<file path="config.mk">
export PLATFORM = sky130hd
export DESIGN_NAME = idct_compute
export DESIGN_NICKNAME = d
export VERILOG_FILES = /design/src/common/idct_pkg.sv /design/src/hw/idct/idct_compute.sv
export SDC_FILE = /design/constraint.sdc
export NUM_CORES = 2
export LEC_CHECK = 0
export ABC_AREA = 1
export BUFFER_PORTS_ARGS = -buffer_cell sky130_fd_sc_hd__buf_2
export CORE_MARGIN = 2
export CORE_UTILIZATION = 45
export DETAILED_ROUTE_END_ITERATION = 12
export PLACE_DENSITY = 0.67
export RECOVER_POWER = 50
export SLEW_MARGIN = 30
export SYNTH_ARGS = -nofsm -noshare
export SYNTH_HDL_FRONTEND = slang
export SYNTH_SLANG_ARGS = --single-unit
</file>
<file path="constraint.sdc">
create_clock -name Clock -period 9 [get_ports Clock]
set_clock_uncertainty 0.15 [all_clocks]
set_input_delay 0.9 -clock Clock [delete_from_list [all_inputs] [get_ports Clock]]
set_output_delay 0.9 -clock Clock [all_outputs]
set_load 0.02 [all_outputs]
</file>
<file path="src/common/idct_pkg.sv">
// IDCT datapath types: coefficient, product, pixel, index and RAM word
// cosine table, pass scaling shifts and the block sequencer states
package idct_pkg;

	typedef logic signed [15:0] coef_t;
	typedef logic signed [31:0] prod_t;
	typedef logic [7:0] pixel_t;
	typedef logic [2:0] idx_t;

	// 0..63 hold one matrix, 64..127 the other
	typedef logic [6:0] dp_addr_t;
	typedef logic [31:0] dp_data_t;

	// round(4096 * k(i) * cos((2j+1) * i * pi / 16)), indexed [i][j]
	localparam coef_t C_TABLE [8][8] = '{
		'{16'sd1448, 16'sd1448, 16'sd1448, 16'sd1448,
		  16'sd1448, 16'sd1448, 16'sd1448, 16'sd1448},
		'{16'sd2009, 16'sd1703, 16'sd1138, 16'sd400,
		  -16'sd400, -16'sd1138, -16'sd1703, -16'sd2009},
		'{16'sd1892, 16'sd784, -16'sd784, -16'sd1892,
		  -16'sd1892, -16'sd784, 16'sd784, 16'sd1892},
		'{16'sd1703, -16'sd400, -16'sd2009, -16'sd1138,
		  16'sd1138, 16'sd2009, 16'sd400, -16'sd1703},
		'{16'sd1448, -16'sd1448, -16'sd1448, 16'sd1448,
		  16'sd1448, -16'sd1448, -16'sd1448, 16'sd1448},
		'{16'sd1138, -16'sd2009, 16'sd400, 16'sd1703,
		  -16'sd1703, -16'sd400, 16'sd2009, -16'sd1138},
		'{16'sd784, -16'sd1892, 16'sd1892, -16'sd784,
		  -16'sd784, 16'sd1892, -16'sd1892, 16'sd784},
		'{16'sd400, -16'sd1138, 16'sd1703, -16'sd2009,
		  16'sd2009, -16'sd1703, 16'sd1138, -16'sd400}
	};

	// arithmetic right shifts after each pass
	localparam int T_SHIFT = 8;
	localparam int S_SHIFT = 16;

	typedef enum logic [2:0] {
		IDLE,
		FETCH,
		COMPUTE,
		WRITE,
		DONE
	} block_state_t;

endpackage

</file>
<file path="src/hw/idct/idct_compute.sv">
// two-pass 8x8 IDCT, T = S'.C then S = C^T.T
// line loader with a next-line buffer, two multipliers per cycle
`timescale 1ns/10ps

module idct_compute (
	input  logic               Clock,
	input  logic               Resetn,
	input  logic               go_i,
	output idct_pkg::dp_addr_t coef_addr_o,
	input  idct_pkg::dp_data_t coef_rdata_a_i,
	input  idct_pkg::dp_data_t coef_rdata_b_i,
	output idct_pkg::dp_addr_t res_addr_a_o,
	output idct_pkg::dp_addr_t res_addr_b_o,
	output idct_pkg::dp_data_t res_wdata_o,
	output logic               res_we_o,
	input  idct_pkg::dp_data_t res_rdata_b_i,
	output logic               fin_o
);

	// low while forming T, high while forming S
	logic pass_q;

	// loader: row of S' in pass 1, column of T in pass 2
	logic ld_act;
	idct_pkg::idx_t ld_line;
	idct_pkg::idx_t ld_cnt;
	logic ld_last;
	logic [1:0] ld_v;
	logic [1:0] ld_fin;
	idct_pkg::idx_t ld_k [2];
	logic nxt_full;

	idct_pkg::prod_t buf_nxt [8];
	idct_pkg::prod_t buf_cur [8];

	// compute engine
	logic cmp_act;
	idct_pkg::idx_t cur_line;
	idct_pkg::idx_t out_idx;
	logic [1:0] kp;
	idct_pkg::prod_t acc;

	idct_pkg::idx_t k0;
	idct_pkg::idx_t k1;
	idct_pkg::prod_t prod0;
	idct_pkg::prod_t prod1;
	idct_pkg::prod_t acc_in;
	idct_pkg::prod_t sum;
	idct_pkg::prod_t t_val;
	idct_pkg::prod_t s_val;
	idct_pkg::pixel_t s_pix;
	logic elem_done;
	logic line_done;
	logic swap;

	// pass 1 reads S' in pairs, pass 2 reads T one word at a time
	assign ld_last = pass_q ? (ld_cnt == 3'd7) : (ld_cnt == 3'd3);

	// same cosine lookup C(k, out_idx) in both passes
	assign k0 = {kp, 1'b0};
	assign k1 = {kp, 1'b1};
	assign prod0 = buf_cur[k0] * idct_pkg::prod_t'(idct_pkg::C_TABLE[k0][out_idx]);
	assign prod1 = buf_cur[k1] * idct_pkg::prod_t'(idct_pkg::C_TABLE[k1][out_idx]);
	assign acc_in = (kp == 2'd0) ? '0 : acc;
	assign sum = acc_in + prod0 + prod1;

	assign t_val = sum >>> idct_pkg::T_SHIFT;
	assign s_val = sum >>> idct_pkg::S_SHIFT;

	always_comb begin
		if (s_val < 0) begin
			s_pix = '0;
		end else if (s_val > 255) begin
			s_pix = 8'd255;
		end else begin
			s_pix = s_val[7:0];
		end
	end

	assign elem_done = cmp_act && (kp == 2'd3);
	assign line_done = elem_done && (out_idx == 3'd7);
	assign swap = nxt_full && (!cmp_act || line_done);

	always_ff @(posedge Clock or negedge Resetn) begin
		if (!Resetn) begin
			pass_q <= 1'b0;
			ld_act <= 1'b0;
			ld_line <= '0;
			ld_cnt <= '0;
			ld_v <= '0;
			ld_fin <= '0;
			nxt_full <= 1'b0;
			cmp_act <= 1'b0;
			cur_line <= '0;
			out_idx <= '0;
			kp <= '0;
			res_we_o <= 1'b0;
			fin_o <= 1'b0;
		end else begin
			res_we_o <= 1'b0;
			fin_o <= 1'b0;
			ld_v <= {ld_v[0], ld_act};
			ld_fin <= {ld_fin[0], ld_act && ld_last};
			if (ld_act) begin
				ld_cnt <= ld_cnt + 3'd1;
				if (ld_last) begin
					ld_act <= 1'b0;
				end
			end
			if (ld_fin[1]) begin
				nxt_full <= 1'b1;
			end
			if (cmp_act) begin
				kp <= kp + 2'd1;
				if (kp == 2'd3) begin
					out_idx <= out_idx + 3'd1;
					res_we_o <= 1'b1;
				end
				if (line_done) begin
					cmp_act <= 1'b0;
					// last line of a pass
					if (cur_line == 3'd7) begin
						if (pass_q) begin
							fin_o <= 1'b1;
						end else begin
							pass_q <= 1'b1;
							ld_act <= 1'b1;
							ld_line <= '0;
							ld_cnt <= '0;
						end
					end
				end
			end
			if (go_i) begin
				pass_q <= 1'b0;
				ld_act <= 1'b1;
				ld_line <= '0;
				ld_cnt <= '0;
			end
			if (swap) begin
				nxt_full <= 1'b0;
				cmp_act <= 1'b1;
				cur_line <= ld_line;
				out_idx <= '0;
				kp <= '0;
				// next line loads while this one accumulates
				if (ld_line != 3'd7) begin
					ld_act <= 1'b1;
					ld_line <= ld_line + 3'd1;
					ld_cnt <= '0;
				end
			end
		end
	end

	always_ff @(posedge Clock) begin
		if (ld_act) begin
			coef_addr_o <= {1'b0, ld_line, ld_cnt[1:0], 1'b0};
			res_addr_b_o <= {1'b1, ld_cnt, ld_line};
		end
		ld_k[0] <= ld_cnt;
		ld_k[1] <= ld_k[0];
		if (ld_v[1]) begin
			if (pass_q) begin
				buf_nxt[ld_k[1]] <= res_rdata_b_i;
			end else begin
				buf_nxt[{ld_k[1][1:0], 1'b0}] <= coef_rdata_a_i;
				buf_nxt[{ld_k[1][1:0], 1'b1}] <= coef_rdata_b_i;
			end
		end
		if (swap) begin
			buf_cur <= buf_nxt;
		end
		if (cmp_act) begin
			acc <= sum;
		end
		if (elem_done) begin
			if (pass_q) begin
				res_addr_a_o <= {1'b0, out_idx, cur_line};
				res_wdata_o <= idct_pkg::dp_data_t'(s_pix);
			end else begin
				res_addr_a_o <= {1'b1, cur_line, out_idx};
				res_wdata_o <= t_val;
			end
		end
	end

endmodule

</file>
* After elaboration in Yosys (flattened, before gate mapping) *
Memory sizes are Yosys's and may differ from the RTL's.
Cells that the tools add are included.

storage, ports and cells
  flip-flop bits (word level) = 610
  bits in writable memories = 6
  memory bits (read-only) = 2,048
  output and inout bits = 55
  memories = 3

cells by class
  $add $sub $neg = 6
  multiply operators = 2
  order comparisons = 11
  equality and inequality tests = 6
  multiplexer cells = 76
  bitwise operators = 6
  reduce and logical (&&, ||, !) cells = 18

memories
  name             depth  width  rd ports  clocked after memory_dff  wr ports  RTL line            source
  (no name shown)  8      128    1         0                         0         idct_compute.sv:63  assign prod1 = buf_cur[k1] * idct_pkg::prod_t'(idct_pkg::C_TABLE[k1][out_idx]);
  (no name shown)  8      128    1         0                         0         idct_compute.sv:62  assign prod0 = buf_cur[k0] * idct_pkg::prod_t'(idct_pkg::C_TABLE[k0][out_idx]);
  ld_k             2      3      2         0                         2         idct_compute.sv:30  idct_pkg::idx_t ld_k [2];

operators with widths
  cell                                                                               count
  256-bit bitwise mux                                                                3
  128-bit two-way mux                                                                4
  32-bit demux with 3-bit select                                                     3
  256-bit two-way mux                                                                1
  32-bit two-way mux                                                                 8
  32-bit binary-select mux with 3-bit select                                         2
  16-bit binary-select mux with 3-bit select                                         2
  32-bit adder                                                                       2
  32-bit by 16-bit multiplier with 32-bit output                                     2
  16-bit two-way mux                                                                 4
  3-bit two-way mux                                                                  18
  1-bit two-way mux                                                                  25
  4-bit greater-or-equal comparator (second input constant)                          6
  8-bit two-way mux                                                                  3
  3-bit NOT with 4-bit output                                                        6
  16-bit by 9-bit greater-than comparator with 1-bit output (second input constant)  1
  16-bit by 1-bit < comparator with 1-bit output (second input constant)             1
  4-bit by 1-bit < comparator with 1-bit output (second input constant)              3
  2-bit nonzero test                                                                 6
  3-bit by 1-bit adder with 3-bit output (second input constant)                     3
  3-bit equality test (second input constant)                                        3
  1-bit logical AND                                                                  7
  7-bit two-way mux                                                                  1
  2-bit two-way mux                                                                  2
  other kinds (9)                                                                    9

* Logic depth before layout (Yosys ltp) *
  depth in word-level cells = 14
  gate-level depth with buffers = 47
  mapped depth without buffers = 40

* Least setup slack after synthesis *
No wires, ideal clock.

  path kind = flip-flop to flip-flop
  from = reg kp[1]
  to = reg res_wdata_o[0], data pin
  arrival = 9,188 ps
  required time = 8,596 ps
  setup slack = -592 ps
  stages on the path, launching flop included = 39
  buffers on the path = 6
  period minus slack after synthesis = 9,592 ps
  cell sequence = dfrtp_1 > inv_2 > buf_6 > buf_2 > buf_1 > buf_1 > ha_1 > nor2_1 > o211ai_1 > nand2_1 > clkbuf_1 > buf_1 > nor2_1 > fa_1 > inv_1 > fa_1 > inv_1 > fa_1 > (+3 left out) > fa_1 > fa_1 > fa_1 > inv_1 > fa_1 > inv_1 > ha_1 > nand2_1 > nor4_1 > nand4_1 > nand3_1 > a21oi_1 > xor2_1 > nand3_1 > nor3_1 > nand4_1 > nand4_1 > nand2_1

between the ends
  longest elaborated chain between the ends = 14

RTL lines
  element                                                    RTL line             source
  start: declaration                                         idct_compute.sv:40   logic [1:0] kp;
  start signal: assignment                                   idct_compute.sv:114  kp <= kp + 2'd1;
  3-bit NOT with 4-bit output (implied by the code)          idct_compute.sv:62
  memory 8 x 128 bit                                         n/a
  128-bit two-way mux (implied by the code) (2 in series)    idct_compute.sv:62
  16-bit binary-select mux with 3-bit select                 idct_compute.sv:62
  16-bit two-way mux (implied by the code) (2 in series)     idct_compute.sv:62
  32-bit by 16-bit multiplier with 32-bit output             idct_compute.sv:62
  32-bit adder                                               idct_compute.sv:65   assign sum = acc_in + prod0 + prod1;
  32-bit adder (*)                                           idct_compute.sv:65
  16-bit by 9-bit greater-than comparator with 1-bit output  idct_compute.sv:73   end else if (s_val > 255) begin
  8-bit two-way mux                                          idct_compute.sv:73
  8-bit two-way mux                                          idct_compute.sv:71   if (s_val < 0) begin
  8-bit two-way mux (*)                                      idct_compute.sv:178  if (pass_q) begin
  end signal: assignment                                     idct_compute.sv:180  res_wdata_o <= idct_pkg::dp_data_t'(s_pix);
  end signal: assignment                                     idct_compute.sv:183  res_wdata_o <= t_val;
  end: declaration                                           idct_compute.sv:14   output idct_pkg::dp_data_t res_wdata_o,

Mark *: on every way between the ends. The rest lies on a longest branch, timed or not. The select of a mux whose other input is x is not followed.
A chain may end at the register's enable or synchronous reset.

* Final worst setup path *
  from = reg kp[0]
  to = reg res_wdata_o[7], data pin

Same word-level chain as after synthesis.

==> summary.md <==
| Metric | Value |
|---|---|
| Run status | finished with violations |
| Failing checks | max-capacitance violations, max-slew violations |
| Htree depth | 2 |
| Pre-CTS setup slack | 0.0264 ns |
| Post-route fraction of the period consumed by the critical path | 0.970 |
| Area of the multi-input gates | 25200 um2 |
| Reg area | 17700 um2 |
| DRC violation count after routing | 0 |
| Initial cell density of the core | 0.453 |
| Worst path bufs/invs | 12 |
| Area delta synth->final | 16.3% |
| Total vias in the final route | 34200 |
| Total track usage | 0.252 |
| CTS sink cnt | 595 |
| Residual antenna-violating net count after detailed routing | 0 |
| Worst rel slew slack | -1.97 |
| Critical Path Fanout Max | 11 |
| First-pass DRT Iterations | 6 |
| Data arrival time of the critical path | 8.95 ns |
| Starting DRC count in detailed routing | 2795 |
| Vertical die dimension | 327 um |
| Floorplan Core Area | 103000 um2 |
| DPL Wire Length | 102000 um |
| Via count of the first global-routing pass | 36000 |
| Netlist area before placement | 46800 um2 |
| Routability cong. | 0.927 |
| Final Routed Wirelength | 134000 um |
| Cells after Synth | 4653 |
| Number of endpoints failing setup at the final stage | 0 |
| WS Path Type | reg2reg |
| Final hold vios | 0 |
| Global-route wire length before repair | 205000 um |
| Syn avg cell area | 10.1 um2 |
| Die footprint | 107000 um2 |
| CTS tree | built |
| CTS Hold Bufs | 0 |
| Standard-cell rows | 118 |
| CP Launch Type | register |
| Average detailed-routed wire length per instance | 20.6 um |
| Cell variety after synth | 54 |
| Share of flip-flops with an asynchronous set or reset | 0.0403 |
| Post-layout min period | 8.73 ns |
| Total inserted antenna cells | 0 |
| Final Net Count | 5984 |
| Top library cells by usage in the layout, fill and taps aside | sky130_fd_sc_hd__inv_1 (930), sky130_fd_sc_hd__nand2_1 (737), sky130_fd_sc_hd__fa_1 (621) |
| Worst Tran Pin Value | 4.45 ns |
| Max Fclk | 115 MHz |
| Top flip-flop cell by instance count after synthesis | sky130_fd_sc_hd__edfxtp_1 |
| Per-cell via count in the routed design | 5.27 |
| Global-route congestion overflow total | 0 |
| Cts bufs inserted | 57 |
| Required time at the worst-slack endpoint | 9.22 ns |
| Number of antenna violations at the first check in global routing | 1 |
| Sequential element share of the synthesized area | 0.378 |
| Most frequent standard cell in the layout excluding fill and tap cells | sky130_fd_sc_hd__inv_1 |
| CTS Root Buffer Type | sky130_fd_sc_hd__clkbuf_16 |
| Max stage delay cell, worst path | sky130_fd_sc_hd__fa_2 |
| Max-slew violation count | 361 |
| Synth warn | 0 |
| I/O Pins | 154 |
| Count of fill cells added during filler insertion | 9147 |
| Kind of cell with the highest combined delay on the critical path | adder cells |
| Pin count of the biggest net entering global routing | 123 |
| Max_cap viols | 9 |
| Share of post-route cells with drive strength above 1 | 0.165 |
| Setup crit end kind | register |
| Clock latency at the later pin of the worst-skew pair | 0.65 ns |
| Maximum buffer depth of the clock tree | 3 |
| Port Buffer Count | 148 |
| Die outline width | 327 um |
| Hold/Removal Path Class | reg2reg |
| Reg clk slew, reported paths | 0.07 ns |
| Number of storage elements in the synthesis netlist | 595 |
| Delay of the slowest cell on the worst path | 0.64 ns |
| Post-route setup slack | 0.266 ns |
| Number of enable-type register cells in the synthesized netlist | 565 |
[repair_timing]
action,CTS,global route
setup endpoints to repair,8,24
cloned,0,4
buffers inserted,0,21
pin swaps,0,43
resized for setup,4,170
[flip-flops by register name, summed over array words and instances (netlist names), 3 cells and up]
register      flops
res_addr_a_o      7
ld_cnt            3
ld_k              6
ld_line           3
acc              32
buf_nxt         248
res_wdata_o      24
cur_line          3
buf_cur         248
res_addr_b_o      6
out_idx           3
[through the flow]
stage,instances,utilization,TNS (ns),cell area [um2],hold slack [ns]
after floorplan,4654,-,0,46900,0.160
after global placement,6366,0.500,0,51600,0.166
after detailed placement,6366,0.500,0,51700,0.165
after CTS,6473,0.519,0,53600,0.0895
after global routing,6499,0.527,-0.100,54400,0.186
final,6499,0.527,0,54400,0.183
[cell families (layout without fill, tap and decap cells)]
kind of cell,Yosys count,count (layout),synth area share
flops,595,595,0.378
other cells,2,3,0.000160
mux,1,1,0.000214
buf+inv,1167,1632,0.0977
compound gates,457,457,0.0596
fa+ha+maj,814,814,0.319
simple gates,1576,1576,0.138
xor+xnor,41,41,0.00796
[Yosys cell counts (5+ instances only)]
| cell | number | area [um2] |
|---|---|---|
| sky130_fd_sc_hd__clkinv_1 | 8 | 30.0 |
| sky130_fd_sc_hd__nand2_2 | 18 | 113 |
| sky130_fd_sc_hd__a32oi_1 | 26 | 228 |
| sky130_fd_sc_hd__nand2_1 | 759 | 2850 |
| sky130_fd_sc_hd__nand3_1 | 130 | 651 |
| sky130_fd_sc_hd__o21bai_1 | 7 | 52.6 |
| sky130_fd_sc_hd__buf_4 | 23 | 173 |
| sky130_fd_sc_hd__nor3_1 | 6 | 30.0 |
| sky130_fd_sc_hd__o21ai_0 | 69 | 345 |
| sky130_fd_sc_hd__ha_1 | 182 | 2280 |
| sky130_fd_sc_hd__or2_1 | 5 | 31.3 |
| sky130_fd_sc_hd__xnor2_1 | 15 | 131 |
| sky130_fd_sc_hd__o211ai_1 | 9 | 67.6 |
| sky130_fd_sc_hd__buf_1 | 23 | 86.3 |
| sky130_fd_sc_hd__buf_6 | 10 | 113 |
| sky130_fd_sc_hd__inv_1 | 946 | 3550 |
| sky130_fd_sc_hd__fa_1 | 632 | 12700 |
| sky130_fd_sc_hd__nand4_1 | 21 | 131 |
| sky130_fd_sc_hd__inv_2 | 17 | 63.8 |
| sky130_fd_sc_hd__nor2_1 | 547 | 2050 |
| sky130_fd_sc_hd__edfxtp_1 | 565 | 17000 |
| sky130_fd_sc_hd__o22ai_1 | 187 | 1170 |
| sky130_fd_sc_hd__or2_2 | 74 | 463 |
| sky130_fd_sc_hd__buf_2 | 22 | 110 |
| sky130_fd_sc_hd__o21ai_2 | 5 | 43.8 |
| sky130_fd_sc_hd__a21o_1 | 5 | 37.5 |
| sky130_fd_sc_hd__a21oi_1 | 112 | 561 |
| sky130_fd_sc_hd__dfrtp_1 | 24 | 601 |
| sky130_fd_sc_hd__clkbuf_1 | 116 | 435 |
| sky130_fd_sc_hd__xor2_1 | 25 | 219 |
| sky130_fd_sc_hd__dfxtp_1 | 6 | 120 |
| sky130_fd_sc_hd__a32oi_2 | 6 | 97.6 |
| sky130_fd_sc_hd__o21ai_1 | 18 | 90.1 |
[worst paths after layout]
| check | to | slack (ns) | start | depth (start not counted) |
|---|---|---|---|---|
| max reg2reg | res_wdata_o[7] | 0.27 | kp[0] | 39 |
| min reg2reg | ld_k[0][4] | 0.18 | ld_k[0][1] | 0 |
| max in group asynchronous | kp[0] | 7.37 | Resetn | 1 |
| max | res_wdata_o[7] | 0.27 | kp[0] | 39 |
| min | ld_k[0][4] | 0.18 | ld_k[0][1] | 0 |
| min in group asynchronous | kp[0] | 0.39 | Resetn | 1 |
[layout make-up]
type / count / share of cell area
flip-flops and latches: 595 / 0.325
multi-input cells: 2892 / 0.463
clock inverters: 48 / 0.00979
inverters: 973 / 0.0680
well taps: 1380 / 0.0317
repair buffers: 552 / 0.0762
clock buffers: 59 / 0.0263
[routing by layer]
layer  up-vias  GRT usage  routed length (um)
li1      15400          -                   -
met1     17000      0.317               51300
met2      1461      0.430               65100
met3       363     0.0417               10800
met4         0      0.113                6810
met5         -          0                   0
Power is left out: the tool's default activity adds up to more than one toggle a clock period on the data nets, which glitch-free logic cannot reach.
