<file path="src/common/idct_pkg.sv">
// IDCT datapath types: coefficient, product, pixel, index and RAM word
// cosine table, pass scaling shifts and the block sequencer states
package idct_pkg;

	typedef logic signed [15:0] coef_t;
	typedef logic signed [31:0] prod_t;
	typedef logic [7:0] pixel_t;
	typedef logic [2:0] idx_t;

	// 0..63 hold one matrix, 64..127 the other
	typedef logic [6:0] dp_addr_t;
	typedef logic [31:0] dp_data_t;

	// round(4096 * k(i) * cos((2j+1) * i * pi / 16)), indexed [i][j]
	localparam coef_t C_TABLE [8][8] = '{
		'{16'sd1448, 16'sd1448, 16'sd1448, 16'sd1448,
		  16'sd1448, 16'sd1448, 16'sd1448, 16'sd1448},
		'{16'sd2009, 16'sd1703, 16'sd1138, 16'sd400,
		  -16'sd400, -16'sd1138, -16'sd1703, -16'sd2009},
		'{16'sd1892, 16'sd784, -16'sd784, -16'sd1892,
		  -16'sd1892, -16'sd784, 16'sd784, 16'sd1892},
		'{16'sd1703, -16'sd400, -16'sd2009, -16'sd1138,
		  16'sd1138, 16'sd2009, 16'sd400, -16'sd1703},
		'{16'sd1448, -16'sd1448, -16'sd1448, 16'sd1448,
		  16'sd1448, -16'sd1448, -16'sd1448, 16'sd1448},
		'{16'sd1138, -16'sd2009, 16'sd400, 16'sd1703,
		  -16'sd1703, -16'sd400, 16'sd2009, -16'sd1138},
		'{16'sd784, -16'sd1892, 16'sd1892, -16'sd784,
		  -16'sd784, 16'sd1892, -16'sd1892, 16'sd784},
		'{16'sd400, -16'sd1138, 16'sd1703, -16'sd2009,
		  16'sd2009, -16'sd1703, 16'sd1138, -16'sd400}
	};

	// arithmetic right shifts after each pass
	localparam int T_SHIFT = 8;
	localparam int S_SHIFT = 16;

	typedef enum logic [2:0] {
		IDLE,
		FETCH,
		COMPUTE,
		WRITE,
		DONE
	} block_state_t;

endpackage

</file>
<file path="src/common/sram_pkg.sv">
// external SRAM address and data types
// Y plane and pre-IDCT coefficient layout in the image memory
package sram_pkg;

	typedef logic [17:0] sram_addr_t;
	typedef logic [15:0] sram_data_t;

	// 320x240 image, 8x8 blocks
	localparam int BLOCKS_PER_ROW = 40;

	// signed coefficients, one per word
	localparam sram_addr_t PRE_IDCT_BASE = 18'd76800;
	localparam sram_addr_t PRE_ROW_STRIDE = sram_addr_t'(BLOCKS_PER_ROW * 8);

	// Y pixels, two per word
	localparam sram_addr_t Y_BASE = 18'd0;
	localparam sram_addr_t Y_ROW_STRIDE = sram_addr_t'(BLOCKS_PER_ROW * 4);

endpackage

</file>
<file path="src/hw/idct/pixel_writeback.sv">
// pixel writeback from the result RAM to the Y plane
// even pixel in the high byte, one SRAM write per pair
`timescale 1ns/10ps

module pixel_writeback (
	input  logic                 Clock,
	input  logic                 Resetn,
	input  logic                 go_i,
	input  logic [5:0]           block_col_i,
	input  logic [4:0]           block_row_i,
	output idct_pkg::dp_addr_t   ram_addr_o,
	input  idct_pkg::dp_data_t   ram_rdata_i,
	output sram_pkg::sram_addr_t sram_addr_o,
	output sram_pkg::sram_data_t sram_wdata_o,
	output logic                 sram_we_n_o,
	output logic                 fin_o
);

	logic active;
	logic [5:0] rd_cnt;
	logic vld;
	logic [5:0] rd_idx;
	logic [1:0] last_d;
	idct_pkg::pixel_t even_q;
	sram_pkg::sram_addr_t base_q;

	assign ram_addr_o = {1'b0, rd_cnt};

	always_ff @(posedge Clock or negedge Resetn) begin
		if (!Resetn) begin
			active <= 1'b0;
			rd_cnt <= '0;
			vld <= 1'b0;
			last_d <= '0;
			sram_we_n_o <= 1'b1;
			fin_o <= 1'b0;
		end else begin
			vld <= active;
			// odd read completes a pair
			sram_we_n_o <= !(vld && rd_idx[0]);
			last_d <= {last_d[0], vld && (rd_idx == 6'd63)};
			fin_o <= last_d[1];
			if (active) begin
				rd_cnt <= rd_cnt + 6'd1;
				if (rd_cnt == 6'd63) begin
					active <= 1'b0;
				end
			end
			if (go_i) begin
				active <= 1'b1;
				rd_cnt <= '0;
			end
		end
	end

	always_ff @(posedge Clock) begin
		rd_idx <= rd_cnt;
		if (go_i) begin
			base_q <= sram_pkg::Y_BASE
				+ sram_pkg::sram_addr_t'({block_row_i, 3'b000}) * sram_pkg::Y_ROW_STRIDE
				+ sram_pkg::sram_addr_t'({block_col_i, 2'b00});
		end
		if (vld && !rd_idx[0]) begin
			even_q <= ram_rdata_i[7:0];
		end
		if (vld && rd_idx[0]) begin
			sram_wdata_o <= {even_q, ram_rdata_i[7:0]};
			sram_addr_o <= base_q
				+ sram_pkg::sram_addr_t'(rd_idx[5:3]) * sram_pkg::Y_ROW_STRIDE
				+ sram_pkg::sram_addr_t'(rd_idx[2:1]);
		end
	end

endmodule

</file>
<file path="config.mk">
export PLATFORM = sky130hd
export DESIGN_NAME = pixel_writeback
export DESIGN_NICKNAME = d
export VERILOG_FILES = /design/src/common/idct_pkg.sv /design/src/common/sram_pkg.sv /design/src/hw/idct/pixel_writeback.sv
export SDC_FILE = /design/constraint.sdc
export NUM_CORES = 1
export LEC_CHECK = 0
export BUFFER_PORTS_ARGS = -buffer_cell sky130_fd_sc_hd__buf_4
export CAP_MARGIN = 20
export CORE_AREA = 8 8 82 84
export DETAILED_ROUTE_END_ITERATION = 16
export DIE_AREA = 0 0 90 92
export PLACE_DENSITY_LB_ADDON = 0.1
export SETUP_SLACK_MARGIN = 0.02
export SLEW_MARGIN = 20
export SYNTH_ARGS = -nofsm -noshare
export SYNTH_HDL_FRONTEND = slang
export SYNTH_SLANG_ARGS = --single-unit
export TNS_END_PERCENT = 1
</file>
<file path="constraint.sdc">
create_clock -name Clock -period 5.7 [get_ports Clock]
set_input_delay 1.14 -clock Clock [delete_from_list [all_inputs] [get_ports Clock]]
set_output_delay 1.14 -clock Clock [all_outputs]
set_load 0.02 [all_outputs]
</file>
## Word-level counts from Yosys, hierarchy flattened

Index checks and enable logic that the tools add are counted.
Widths: inputs -> output; s select.

| operators by class | value |
|---|---|
| $add $sub $neg | 4 |
| bitwise gates (word level) | 0 |
| $mul | 2 |
| multiplexer cells | 5 |
| shift operators | 0 |
| $lt $le $gt $ge | 0 |
| eq/ne operators | 2 |
| reductions and logical operators | 6 |
| div/mod/pow operators | 0 |

Operator list:

| kind | count |
|---|---|
| $add 18x11->18 | 1 |
| $add 18x2->18 | 1 |
| $add 16x8->17 | 1 |
| $eq 6x6->1 const B | 2 |
| $mux 6 | 2 |
| $mul 5x3->8 const B | 1 |
| $add 6x1->6 const B | 1 |
| $mul 3x3->6 const B | 1 |
| $logic_and 1x1->1 | 3 |
| $mux 1 | 3 |
| $logic_not 1->1 | 2 |
| $reduce_bool 2->1 | 1 |

| storage, ports and cells | value |
|---|---|
| bits in read-only memories | 0 |
| bits in latches | 0 |
| RAM bits | 0 |
| register bits | 78 |
| memories | 0 |
| word-level logic and storage cells | 30 |

## Depth between registers and ports, before layout

Gate-level depths: netlist of the first run.

| logic depth | value |
|---|---|
| depth after elaboration | 4 |
| depth in mapped cells | 9 |

## Worst setup path after synthesis of the first run

No wires, ideal clock.

| path | value |
|---|---|
| path kind | input port to flip-flop |
| start | input block_row_i[1] |
| end | register base_q[15] (data pin) |
| path buffers | 0 |
| setup time | 0.255 ns |
| arrival | 2.207 ns |
| stages on the path | 5 |
| slack | 3.238 ns |
| path through | ha_1 > ha_1 > fa_1 > a21oi_1 > nor2b_1 |

| between the ends | value |
|---|---|
| word-level cells in the longest chain between the ends | 2 |

Ends and longest elaborated chain:

| what | RTL line | text |
|---|---|---|
| from (decl) | pixel_writeback.sv:10 | `input logic [4:0] block_row_i,` |
| $mul 5x3->8 | pixel_writeback.sv:60 | `+ sram_pkg::sram_addr_t'({block_row_i, 3'b000}) * sram_pkg::Y_ROW_STRIDE` |
| $add 16x8->17 | pixel_writeback.sv:61 | `+ sram_pkg::sram_addr_t'({block_col_i, 2'b00});` |
| to (signal assigned) | pixel_writeback.sv:59 | `base_q <= sram_pkg::Y_BASE` |
| to (decl) | pixel_writeback.sv:25 | `sram_pkg::sram_addr_t base_q;` |

No other way between the ends.
A chain may end at the register's enable or synchronous reset.

## Worst setup path in the final report of the first run

Same ends and word-level chain as after synthesis.

==> out/qor.csv, run 1 <==
stage,metric,value,unit
worst_setup_path,cp.required,5.80,ns
synth,syn_inst,170,
timing,hold_viol,0,
worst_setup_path,criticalPathCategory,input pin to register,
place,dpl.cell_count,301,
place,portBuffers,62,
global_routing,grt_pass1_wl,7.91,mm
timing,whs,0.353,ns
synth,syn_area,0.00287,mm2
power,p_seq_share,58.3,%
worst_setup_path,worstRegToRegCells,8,
routing,drt_iter0_markers,63,
global_routing,track_usage,12.4,%
worst_setup_path,critPathCapture,base_q[15],
cts,insertion_delay,0.34,ns
synth,ys_seq_elements,73,
floorplanning,initial_core_util,53.1,%
worst_setup_path,critPathMaxStageDelay,0.41,ns
routing,drt-total-wl,4.84,mm
worst_setup_path,rr_endpoint,sram_addr_o[12],
power,clockPowerShare,31.4,%
cells_and_area,area_growth,24.3,%
cells_and_area,drive_above_1_share,34.7,%
power,power_density,304,mW/mm2
cts,cts_tree,done,
cells_and_area,final_cell_mix,"62 x buf_4, 55 x edfxtp_1, 18 x ha_1, 11 x dfrtp_1, 10 x clkbuf_8",
cts,clock-sinks,73,
power,irDropWorstVdd,0.179,mV
floorplanning,core_region_area,0.00541,mm2
cells_and_area,nNetsFinal,306,
cells_and_area,nFillCells,405,
timing,fin_skew,0.00728,ns
routing,post-route-drc-count,0,
timing,rsz0062_at_grt,no,
routing,vias,1591,
global_routing,antenna_found_initial,0,
worst_setup_path,r2r_slack,3.46,ns
timing,setup_viol,0,
worst_setup_path,crit_fanout,2,
power,p_int,833,uW
synth,async_flop_share,16.4,%
cts,ctsHoldBuffers,0,
timing,slew_headroom,53.3,%
worst_setup_path,end_kind,register,
place,place_congestion,0.724,
worst_setup_path,crit_slowest_cell,fa_1,
synth,synthFlopType,edfxtp_1,
cells_and_area,fin_cells,317,
routing,vias_per_cell,5.02,
cts,htreeDepth,3,
global_routing,grt-ovfl-total,0,
floorplanning,die_x,90,um
worst_setup_path,worstPathCellList,"buf_4, ha_1, ha_1, fa_1, a21oi_1, nor2b_1",
timing,worst_pin_slew,0.699,ns
worst_setup_path,worst_setup_path_startpoint,block_row_i[1],
synth,ys.warnings.count,0,
cts,post_cts_resized,0,
synth,ys_seq_area_share,72.2,%
power,report.power.total,1.08,mW
hold_path,min_path_type,register to register,
power,sw_frac_of_total,23.2,%
place,dp_hpwl,3.62,mm
floorplanning,rows,27,
worst_setup_path,startpoint_type,input pin,
cts,post_cts_buffers,0,
floorplanning,die_area,0.00828,mm2
cts,cts-root-buf,clkbuf_8,
power,combPwrFrac,10.3,%
power,switching_power,252,uW
floorplanning,die_height,92,um
timing,layout_setup_ws,3.40,ns
synth,synth_edf_count,55,
timing,fin_crit_sh,40.3,%
global_routing,grt_pass1_vias,1670,
global_routing,grt_max_degree,23,
synth,netlist-cell-type-count,40,
timing,finalSetupTns,0,ns
cells_and_area,mostFrequentLayoutCell,buf_4,
synth,synth.avg_cell_area,16.9,um2
cts,path_clk_slew,0.07,ns
cts,numCtsBuffers,9,
timing,finalCriticalPeriod,2.30,ns
timing,fmax,435,MHz
routing,ant_nets,0,
cells_and_area,diodes,0,
routing,first_pass_iters,4,
worst_setup_path,arrival,2.39,ns
floorplanning,ioPinCount,89,
timing,slew_violations,0,
power,total_leakage_power,1.51,nW
cts,clockBufferDepth,2,
worst_setup_path,critical_path.most_common_cell,ha_1,
run,drv_cap,0,
status,status,completed,
routing,wire_per_inst,15.3,um
place,pre_cts_slack,3.06,ns
worst_setup_path,rr_startpoint,rd_idx[3],
==> cell type report <==
cell class	instances	area (um2)	area share [%]
well taps	72	90.1	2.52
clock inverters	3	16.3	0.456
multi-input cells	92	756	21.2
flip-flops and latches	73	2070	58.1
inverters	1	3.75	0.105
clock buffers	13	149	4.17
repair buffers	63	480	13.5
==> synth_stat cells (2+ instances only) <==
cell	number	area [um2]
a21boi_1	2	15.0
a21o_1	2	15.0
a21oi_1	9	45.0
and3_1	2	12.5
buf_4	2	15.0
buf_6	2	22.5
dfrtp_1	11	275
dfxtp_1	6	120
edfxtp_1	55	1650
fa_1	2	40.0
ha_1	18	225
nand2_1	7	26.3
nand3_1	3	15.0
nand4_1	2	12.5
nor2_1	8	30.0
nor2b_1	2	12.5
o21ai_0	2	10.0
xnor2_1	7	61.3
xor2_1	7	61.3
==> registers in the layout (all words and copies together), names as in the netlist <==
signal        count
active            1
base_q           14
even_q            8
fin_o             1
last_d            2
rd_cnt            6
rd_idx            6
sram_addr_o      17
sram_wdata_o     16
sram_we_n_o       1
vld               1
==> critical path, delay by kind of cell <==
| family | cells | cell delay (ns) |
|---|---|---|
| compound gates | 1 | 0.16 |
| fa+ha+maj | 3 | 0.93 |
| buf+inv | 1 | 0.11 |
| simple gates | 1 | 0.06 |
==> power groups by stage <==
| stage | registers (mW) | logic, mW | clock network (mW) |
|---|---|---|---|
| global route | 0.636 | 0.121 | 0.375 |
| floorplan | 0.663 | 0.0402 | 0 |
| CTS | 0.633 | 0.113 | 0.351 |
| global placement | 0.643 | 0.108 | 0 |
| detailed placement | 0.645 | 0.113 | 0 |
| finish | 0.633 | 0.111 | 0.341 |
==> cells by family after synthesis <==
group	Yosys count	share of synthesized area (%)
flip-flops	73	72.2
adder cells (fa/ha/maj)	20	9.24
AND/OR/NAND/NOR	30	5.80
other	1	0.131
XOR/XNOR	14	4.27
multiplexers	1	0.349
AO/OA/AOI/OAI	25	6.41
buffers and inverters	6	1.61
==> worst min path at each step <==
stage | slack [ns] | from | cells past startpoint | to
after detailed placement | 0.34 | last_d[1] | 0 | fin_o
after global placement | 0.34 | last_d[1] | 0 | fin_o
after floorplan | 0.33 | last_d[1] | 0 | fin_o
after global routing | 0.36 | last_d[1] | 0 | fin_o
final | 0.35 | last_d[1] | 0 | fin_o
after CTS | 0.36 | last_d[1] | 0 | fin_o
==> stage by stage <==
step / area [um2] / util (%)
finish: 3570 / 66.0
global route: 3570 / 66.0
CTS: 3570 / 66.0
detailed placement: 3400 / 63.0
global placement: 3390 / 62.7
floorplan: 2880 / -
==> per-layer routing <==
metal	routed length [um]	part of all wire, %	global-route usage [%]
met2	2330	48	19.2
met4	149	3.1	9.99
met1	2050	42	13.5
met3	312	6.4	4.65
met5	0	0	0
(Power assumes the default switching activity.)
==> inputs of run 2 (changes only) <==
--- a/config.mk
+++ b/config.mk
@@ -5,11 +5,12 @@
 export SDC_FILE = /design/constraint.sdc
 export NUM_CORES = 1
 export LEC_CHECK = 0
+export ABC_AREA = 1
 export BUFFER_PORTS_ARGS = -buffer_cell sky130_fd_sc_hd__buf_4
 export CAP_MARGIN = 20
-export CORE_AREA = 8 8 82 84
+export CORE_AREA = 8 8 86 88
 export DETAILED_ROUTE_END_ITERATION = 16
-export DIE_AREA = 0 0 90 92
+export DIE_AREA = 0 0 94 96
 export PLACE_DENSITY_LB_ADDON = 0.1
 export SETUP_SLACK_MARGIN = 0.02
 export SLEW_MARGIN = 20
==> constraint.sdc (replaced) <==
create_clock -name Clock -period 2.3 [get_ports Clock]
set_input_delay 0.46 -clock Clock [delete_from_list [all_inputs] [get_ports Clock]]
set_output_delay 0.46 -clock Clock [all_outputs]
set_load 0.02 [all_outputs]
==> run 2 against run 1 <==
Count of clock-buffer cells in the layout is 1 lower; sequential share of layout area is 1.9 points lower; worst setup slack worse by 3.2 ns; clock skew fell by 0.0014 ns; global-route usage is 0.54 points lower; highest routed layer unchanged; total power rose to 2.6 times the previous value; clock power grew to 2.9 times the previous value; cell count is 17% higher; combinational power grew to 2.5 times the previous value; sequential power rose by 150%; area after synthesis rose by 1.1%; die area up 9.0%.
==> out/qor.csv, run 2 <==
stage,metric,value,unit,change
routing,post-route-drc-count,0,,unchanged
timing,rsz0062_at_grt,no,,unchanged
synth,synth-simple-area-share,11.4,%,was 5.80%
cts,path_clk_slew,0.08,ns,was 0.07 ns
cells_and_area,diodes,0,,unchanged
worst_setup_path,crit_fanout,3,,was 2
cells_and_area,largest_reg_flops,17,,unchanged
timing,slew_headroom,52.3,%,was 53.3%
cells_and_area,final_cell_mix,"62 x buf_4, 55 x edfxtp_1, 47 x nand2_1, 21 x inv_1, 18 x ha_1",,"was 62 x buf_4, 55 x edfxtp_1, 18 x ha_1, 11 x dfrtp_1, 10 x clkbuf_8"
routing,wl_met2,2.17,mm,was 2.33 mm
worst_setup_path,worstPathCellList,"ha_1, ha_1, ha_1, ha_1, nand2_1, nand2_1, a21oi_1, nand2_1, xor2_1",,"was buf_4, ha_1, ha_1, fa_1, a21oi_1, nor2b_1"
routing,routedLengthMet1,2.39,mm,was 2.05 mm
power,total_leakage_power,1.69,nW,was 1.51 nW
synth,synthMuxAreaShare,0,%,was 0.349%
cells_and_area,utilization,60.5,%,was 66.0%
floorplanning,die_height,96,um,was 92 um
synth,async_flop_share,16.4,%,unchanged
worst_setup_path,critPathMaxStageDelay,0.33,ns,was 0.41 ns
synth,yosys-top-cells-area,"edfxtp_1 57%, dfrtp_1 9.5%, ha_1 7.8%, nand2_1 6.1%, dfxtp_1 4.1%",,"was edfxtp_1 58%, dfrtp_1 9.6%, ha_1 7.8%, dfxtp_1 4.2%, xnor2_1 2.1%"
worst_setup_path,startpoint_type,register,,was input pin
routing,ant_nets,0,,unchanged
synth,syn_area,0.00290,mm2,was 0.00287 mm2
place,portBuffers,62,,unchanged
synth,synth_xor_area_share,2.72,%,was 4.27%
place,place_area,0.00347,mm2,was 0.00340 mm2
routing,wire_per_inst,13.3,um,was 15.3 um
cts,htreeDepth,3,,unchanged
worst_setup_path,rr_startpoint,rd_idx[3],,unchanged
routing,vias,1725,,was 1591
hold_path,worstHoldStart,block_col_i[2],,was last_d[1]
floorplanning,core_region_area,0.00610,mm2,was 0.00541 mm2
worst_setup_path,crit_slowest_cell,dfxtp_1,,was fa_1
routing,drt-total-wl,4.95,mm,was 4.84 mm
global_routing,antenna_found_initial,0,,unchanged
cells_and_area,area_growth,27.1,%,was 24.3%
power,power_density,769,mW/mm2,was 304 mW/mm2
synth,synth_top_family_by_area,simple AND/OR/NAND/NOR gates,,was adder cells
global_routing,grt_pass1_wl,8.06,mm,was 7.91 mm
global_routing,grt_max_degree,27,,was 23
cells_and_area,design_area,0.00369,mm2,was 0.00357 mm2
run,drv_cap,0,,unchanged
cells_and_area,drive_above_1_share,27.6,%,was 34.7%
worst_setup_path,cp.required,2.39,ns,was 5.80 ns
floorplanning,ioPinCount,89,,unchanged
timing,worst_pin_slew,0.713,ns,was 0.699 ns
synth,netlist-cell-type-count,23,,was 40
floorplanning,initial_core_util,47.6,%,was 53.1%
cts,numCtsBuffers,9,,unchanged
timing,finalCriticalPeriod,2.14,ns,
synth,synth_top_area_share,56.9,%,was 57.5%
synth,synth_compound_area_share,1.94,%,was 6.41%
place,place_congestion,0.806,,was 0.724
synth,synthTopCellsByCount,"55 x edfxtp_1, 47 x nand2_1, 21 x inv_1, 18 x ha_1, 15 x nand3_1",,"was 55 x edfxtp_1, 18 x ha_1, 11 x dfrtp_1, 9 x a21oi_1, 8 x nor2_1"
global_routing,track_usage,11.9,%,was 12.4%
hold_path,min_path_cells,1,,was 0
synth,ys.warnings.count,0,,unchanged
worst_setup_path,end_kind,register,,unchanged
floorplanning,die_area,0.00902,mm2,was 0.00828 mm2
worst_setup_path,critical_path.most_common_cell,ha_1,,unchanged
synth,ys_seq_elements,73,,unchanged
power,report.power.total,2.84,mW,was 1.08 mW
cells_and_area,top_register,sram_addr_o,,unchanged
floorplanning,rows,29,,was 27
routing,drt_iter0_markers,77,,was 63
floorplanning,die_x,94,um,was 90 um
timing,finalSetupTns,0,ns,unchanged
synth,synth_fa_ha_area_share,9.14,%,was 9.24%
routing,highest_layer,met4,,unchanged
cells_and_area,nNetsFinal,355,,was 306
synth,synth.avg_cell_area,13.5,um2,was 16.9 um2
worst_setup_path,criticalPathCategory,register to register,,was input pin to register
timing,whs,0.293,ns,was 0.353 ns
cells_and_area,reg.largest.list,"sram_addr_o (17), sram_wdata_o (16), base_q (14)",,unchanged
cts,cts-root-buf,clkbuf_8,,unchanged
cts,ctsHoldBuffers,1,,was 0
status,status,completed,,unchanged
global_routing,grt-ovfl-total,0,,unchanged
synth,synth_edf_count,55,,unchanged
cts,clock-sinks,73,,unchanged
worst_setup_path,worstRegToRegCells,9,,was 8
timing,setup_viol,0,,unchanged
cts,post_cts_resized,0,,unchanged
routing,vias_per_cell,4.65,,was 5.02
synth,synth.most_common_cell,edfxtp_1,,unchanged
worst_setup_path,worst_setup_path_startpoint,rd_idx[3],,was block_row_i[1]
power,irDropWorstVdd,0.449,mV,was 0.179 mV
cts,post_cts_buffers,0,,unchanged
timing,fin_skew,0.00587,ns,was 0.00728 ns
worst_setup_path,arrival,2.23,ns,was 2.39 ns
timing,slew_violations,0,,unchanged
routing,dr_wl_met3,306,um,was 312 um
synth,syn_inst,215,,was 170
worst_setup_path,cp_num_buf_inv,0,,was 1
worst_setup_path,rr_endpoint,sram_addr_o[12],,unchanged
hold_path,worstHoldEndpoint,base_q[4],,was fin_o
synth,ys_seq_area_share,71.4,%,was 72.2%
worst_setup_path,r2r_slack,0.16,ns,was 3.46 ns
cts,insertion_delay,0.34,ns,about the same
routing,first_pass_iters,5,,was 4
global_routing,grt_pass1_vias,1712,,was 1670
cells_and_area,mostFrequentLayoutCell,buf_4,,unchanged
cts,cts_tree,done,,unchanged
timing,fmax,467,MHz,
timing,hold_viol,0,,unchanged
place,dp_hpwl,3.82,mm,was 3.62 mm
synth,synth_top_cell_by_area,edfxtp_1,,unchanged
cts,clockBufferDepth,2,,unchanged
hold_path,min_path_type,input pin to register,,was register to register
synth,synthFlopType,edfxtp_1,,unchanged
timing,fin_crit_sh,93.1,%,
worst_setup_path,critPathTopFamily,adder cells,,unchanged
## run 2: layout make-up
| type | count | area (um2) |
|---|---|---|
| fillers | 503 | 2410 |
| flip-flops and latches | 73 | 2070 |
| multi-input cells | 120 | 739 |
| repair buffers | 64 | 495 |
| clock buffers | 12 | 178 |
| well taps | 77 | 96.3 |
| inverters | 21 | 78.8 |
| clock inverters | 4 | 28.8 |
## run 2: logic make-up (layout without fill, tap and decap cells)
group,after synthesis,count (layout)
AO/OA/AOI/OAI,10,10
adder cells (fa/ha/maj),20,20
AND/OR/NAND/NOR,79,79
other,1,2
XOR/XNOR,9,9
buffers and inverters,23,101
flip-flops,73,73
## run 2: worst reg2reg max path: stages, from the launching register on
cell     delay (ns)
dfxtp_1        0.33
ha_1           0.20
ha_1           0.18
ha_1           0.29
ha_1           0.32
nand2_1        0.08
nand2_1        0.07
a21oi_1        0.18
nand2_1        0.09
xor2_1         0.15
## run 2: worst max path at each step
stage	endpoint	slack (ns)	cells past startpoint
global placement	sram_addr_o[12]	0.17	9
global route	sram_addr_o[12]	0.02	9
detailed placement	sram_addr_o[12]	0.16	9
CTS	sram_addr_o[12]	0.14	9
floorplan	sram_addr_o[12]	0.32	9
finish	sram_addr_o[12]	0.16	9
## run 2: report_power, final
group	switching [mW]	internal [mW]	leakage (nW)	total, mW
Sequential	0.0385	1.52	0.733	1.56
Combinational	0.161	0.118	0.852	0.279
Clock	0.468	0.530	0.108	0.998
## run 2: per-stage QoR
step,instances,setup WS (ns)
after CTS,371,0.138
after global routing,371,0.0248
after floorplan,216,0.321
after detailed placement,354,0.155
final,371,0.159
after global placement,354,0.166
## run 2: layer usage
metal | vias to the layer above | track usage, %
met3 | 8 | 4.60
met1 | 786 | 15.2
met2 | 52 | 16.9
met4 | 0 | 6.74
li1 | 879 | -
met5 | - | 0
==> inputs of run 3 (changes only) <==
--- a/config.mk
+++ b/config.mk
@@ -8,9 +8,10 @@
 export ABC_AREA = 1
 export BUFFER_PORTS_ARGS = -buffer_cell sky130_fd_sc_hd__buf_4
 export CAP_MARGIN = 20
-export CORE_AREA = 8 8 86 88
+export CORE_AREA = 8 8 83 85
 export DETAILED_ROUTE_END_ITERATION = 16
-export DIE_AREA = 0 0 94 96
+export DIE_AREA = 0 0 91 93
+export GPL_ROUTABILITY_DRIVEN = 0
 export PLACE_DENSITY_LB_ADDON = 0.1
 export SETUP_SLACK_MARGIN = 0.02
 export SLEW_MARGIN = 20
==> constraint.sdc (replaced) <==
create_clock -name Clock -period 2.6 [get_ports Clock]
set_input_delay 0.52 -clock Clock [delete_from_list [all_inputs] [get_ports Clock]]
set_output_delay 0.52 -clock Clock [all_outputs]
set_load 0.02 [all_outputs]
==> run 3 against run 2 <==
Utilization is 5.3 points higher; clock skew is 0.0037 ns higher; cell count is 0.54% lower; total power is 3.0% lower; highest routed layer unchanged; clock power is 13% higher; critical path type unchanged; register-to-register slack better by 0.31 ns; critical endpoint unchanged.
==> out/qor.csv, run 3 (synthesis gave the netlist of run 2 again) <==
stage,metric,value,unit,change
worst_setup_path,criticalPathCategory,register to register,,unchanged
worst_setup_path,cp.depth,9,,unchanged
worst_setup_path,worstPathCellList,"ha_1, ha_1, ha_1, ha_1, nand2_1, nand2_1, a21oi_1, nand2_1, xor2_1",,unchanged
timing,setup_viol,0,,unchanged
power,switching_power,566,uW,was 668 uW
power,irDropWorstVdd,0.365,mV,was 0.449 mV
floorplanning,rows,28,,was 29
worst_setup_path,r2r_slack,0.47,ns,was 0.16 ns
hold_path,min_path_cells,0,,was 1
timing,slew_headroom,50.2,%,was 52.3%
power,sw_frac_of_total,20.5,%,was 23.5%
worst_setup_path,crit_fanout,3,,unchanged
cts,numCtsBuffers,9,,unchanged
cells_and_area,mostFrequentLayoutCell,buf_4,,unchanged
timing,hold_viol,0,,unchanged
routing,ant_nets,0,,unchanged
cts,path_clk_slew,0.08,ns,about the same
worst_setup_path,startpoint_type,register,,unchanged
cells_and_area,utilization,65.8,%,was 60.5%
timing,finalSetupTns,0,ns,unchanged
worst_setup_path,crit_slowest_cell,dfxtp_1,,unchanged
cells_and_area,fin_cells,369,,was 371
floorplanning,die_height,93,um,was 96 um
run,drv_cap,0,,unchanged
timing,worst_pin_slew,0.745,ns,was 0.713 ns
cts,cts-root-buf,clkbuf_8,,unchanged
worst_setup_path,end_kind,register,,unchanged
power,p_seq_share,50.2,%,was 55.0%
timing,fmax,470,MHz,was 467 MHz
timing,fin_skew,0.00961,ns,was 0.00587 ns
worst_setup_path,rr_startpoint,rd_idx[3],,unchanged
worst_setup_path,critical_path.most_common_cell,ha_1,,unchanged
cells_and_area,reg.largest.list,"sram_addr_o (17), sram_wdata_o (16), base_q (14)",,unchanged
timing,finalCriticalPeriod,2.13,ns,was 2.14 ns
global_routing,antenna_found_initial,0,,unchanged
cells_and_area,drive_above_1_share,27.6,%,unchanged
timing,whs,0.356,ns,was 0.293 ns
cells_and_area,final_cell_mix,"63 x buf_4, 55 x edfxtp_1, 47 x nand2_1, 21 x inv_1, 18 x ha_1",,"was 62 x buf_4, 55 x edfxtp_1, 47 x nand2_1, 21 x inv_1, 18 x ha_1"
routing,first_pass_iters,4,,was 5
cells_and_area,nNetsFinal,355,,unchanged
timing,rsz0062_at_grt,no,,unchanged
worst_setup_path,arrival,2.20,ns,was 2.23 ns
cts,htreeDepth,3,,unchanged
cts,post_cts_resized,0,,unchanged
power,combPwrFrac,8.9,%,was 9.8%
routing,drt-total-wl,4.85,mm,was 4.95 mm
hold_path,min_path_type,register to register,,was input pin to register
cells_and_area,diodes,0,,unchanged
worst_setup_path,critPathTopFamily,adder cells,,unchanged
global_routing,grt_pass1_wl,8.31,mm,was 8.06 mm
floorplanning,ioPinCount,89,,unchanged
status,status,completed,,unchanged
routing,vias_per_cell,4.70,,was 4.65
worst_setup_path,cp.required,2.68,ns,was 2.39 ns
power,p_int,2.19,mW,was 2.17 mW
global_routing,grt_pass1_vias,1802,,was 1712
place,dpl.cell_count,352,,was 354
cells_and_area,top_register,sram_addr_o,,unchanged
routing,vias,1733,,was 1725
cts,insertion_delay,0.33,ns,was 0.34 ns
worst_setup_path,worstRegToRegCells,9,,unchanged
worst_setup_path,critPathMaxStageDelay,0.34,ns,was 0.33 ns
floorplanning,die_x,91,um,was 94 um
timing,fin_crit_sh,81.8,%,was 93.1%
timing,slew_violations,0,,unchanged
floorplanning,core_region_area,0.00568,mm2,was 0.00610 mm2
hold_path,worstHoldStart,last_d[0],,was block_col_i[2]
floorplanning,die_area,0.00846,mm2,was 0.00902 mm2
hold_path,worstHoldEndpoint,last_d[1],,was base_q[4]
worst_setup_path,rr_endpoint,sram_addr_o[12],,unchanged
worst_setup_path,cp_num_buf_inv,0,,unchanged
cts,clockBufferDepth,2,,unchanged
place,dp_hpwl,3.73,mm,was 3.82 mm
routing,drt_iter0_markers,100,,was 77
power,power_density,738,mW/mm2,was 769 mW/mm2
cells_and_area,area_growth,28.6,%,was 27.1%
power,total_leakage_power,1.71,nW,was 1.69 nW
cts,cts_tree,done,,unchanged
routing,wire_per_inst,13.1,um,was 13.3 um
cts,clock-sinks,73,,unchanged
cells_and_area,largest_reg_flops,17,,unchanged
global_routing,grt_max_degree,32,,was 27
place,portBuffers,62,,unchanged
global_routing,track_usage,12.4,%,was 11.9%
power,clockPowerShare,41.0,%,was 35.2%
routing,post-route-drc-count,0,,unchanged
global_routing,grt-ovfl-total,0,,unchanged
floorplanning,initial_core_util,51.1,%,was 47.6%
## run 3: cell types whose count changed in the layout (fill, tap and decap cells not counted)
cell / before / now
bufinv_16: 0 / 4
clkbuf_16: 2 / 0
inv_4: 1 / 0
inv_6: 2 / 1
buf_12: 1 / 0
buf_4: 62 / 63
clkinv_2: 1 / 0
clkinv_4: 0 / 1
## run 3: power by group through the flow
stage	combinational, mW	clock [mW]	sequential (mW)
floorplan	0.0816	0	1.45
finish	0.244	1.13	1.38
global placement	0.243	0	1.40
detailed placement	0.246	0	1.41
global route	0.272	1.21	1.39
CTS	0.249	1.16	1.38
## run 3: worst register-to-register path, stage by stage (launching register included)
cell,delay [ns]
dfxtp_1,0.34
ha_1,0.21
ha_1,0.18
ha_1,0.29
ha_1,0.31
nand2_1,0.08
nand2_1,0.08
a21oi_1,0.17
nand2_1,0.09
xor2_1,0.15
## run 3: worst max path at each step
stage | to | slack, ns | startpoint
floorplan | sram_addr_o[12] | 0.62 | rd_idx[3]
global placement | sram_addr_o[12] | 0.48 | rd_idx[3]
detailed placement | sram_addr_o[12] | 0.49 | rd_idx[3]
CTS | sram_addr_o[12] | 0.46 | rd_idx[3]
global route | sram_addr_o[12] | 0.33 | rd_idx[3]
finish | sram_addr_o[12] | 0.47 | rd_idx[3]
## run 3: timing repair
item / in CTS / in global routing
hold buffers: 1 / 0
endpoints found under the hold margin: 10 / 0
buffers inserted: 0 / 0
## run 3: cell type report
cell class / count / area, um2
flip-flops and latches: 73 / 2070
fillers: 454 / 1940
multi-input cells: 120 / 739
repair buffers: 64 / 483
clock inverters: 6 / 138
clock buffers: 10 / 128
well taps: 75 / 93.8
inverters: 21 / 78.8
## run 3: per-layer routing
metal | track usage (%) | vias up | share of wire, %
li1 | - | 879 | -
met3 | 4.41 | 7 | 6.2
met1 | 15.2 | 797 | 46
met5 | 0 | - | 0
met4 | 8.05 | 0 | 1.5
met2 | 18.4 | 50 | 46
## run 3: through the flow
| stage | setup WS (ns) | power [mW] | area (um2) |
|---|---|---|---|
| 6_report | 0.474 | 2.75 | 3730 |
| 5_1_grt | 0.331 | 2.87 | 3730 |
| 4_1_cts | 0.463 | 2.79 | 3730 |
| 3_5_place_dp | 0.487 | 1.65 | 3460 |
| 3_3_place_gp | 0.483 | 1.65 | 3460 |
| 2_1_floorplan | 0.621 | 1.53 | 2910 |
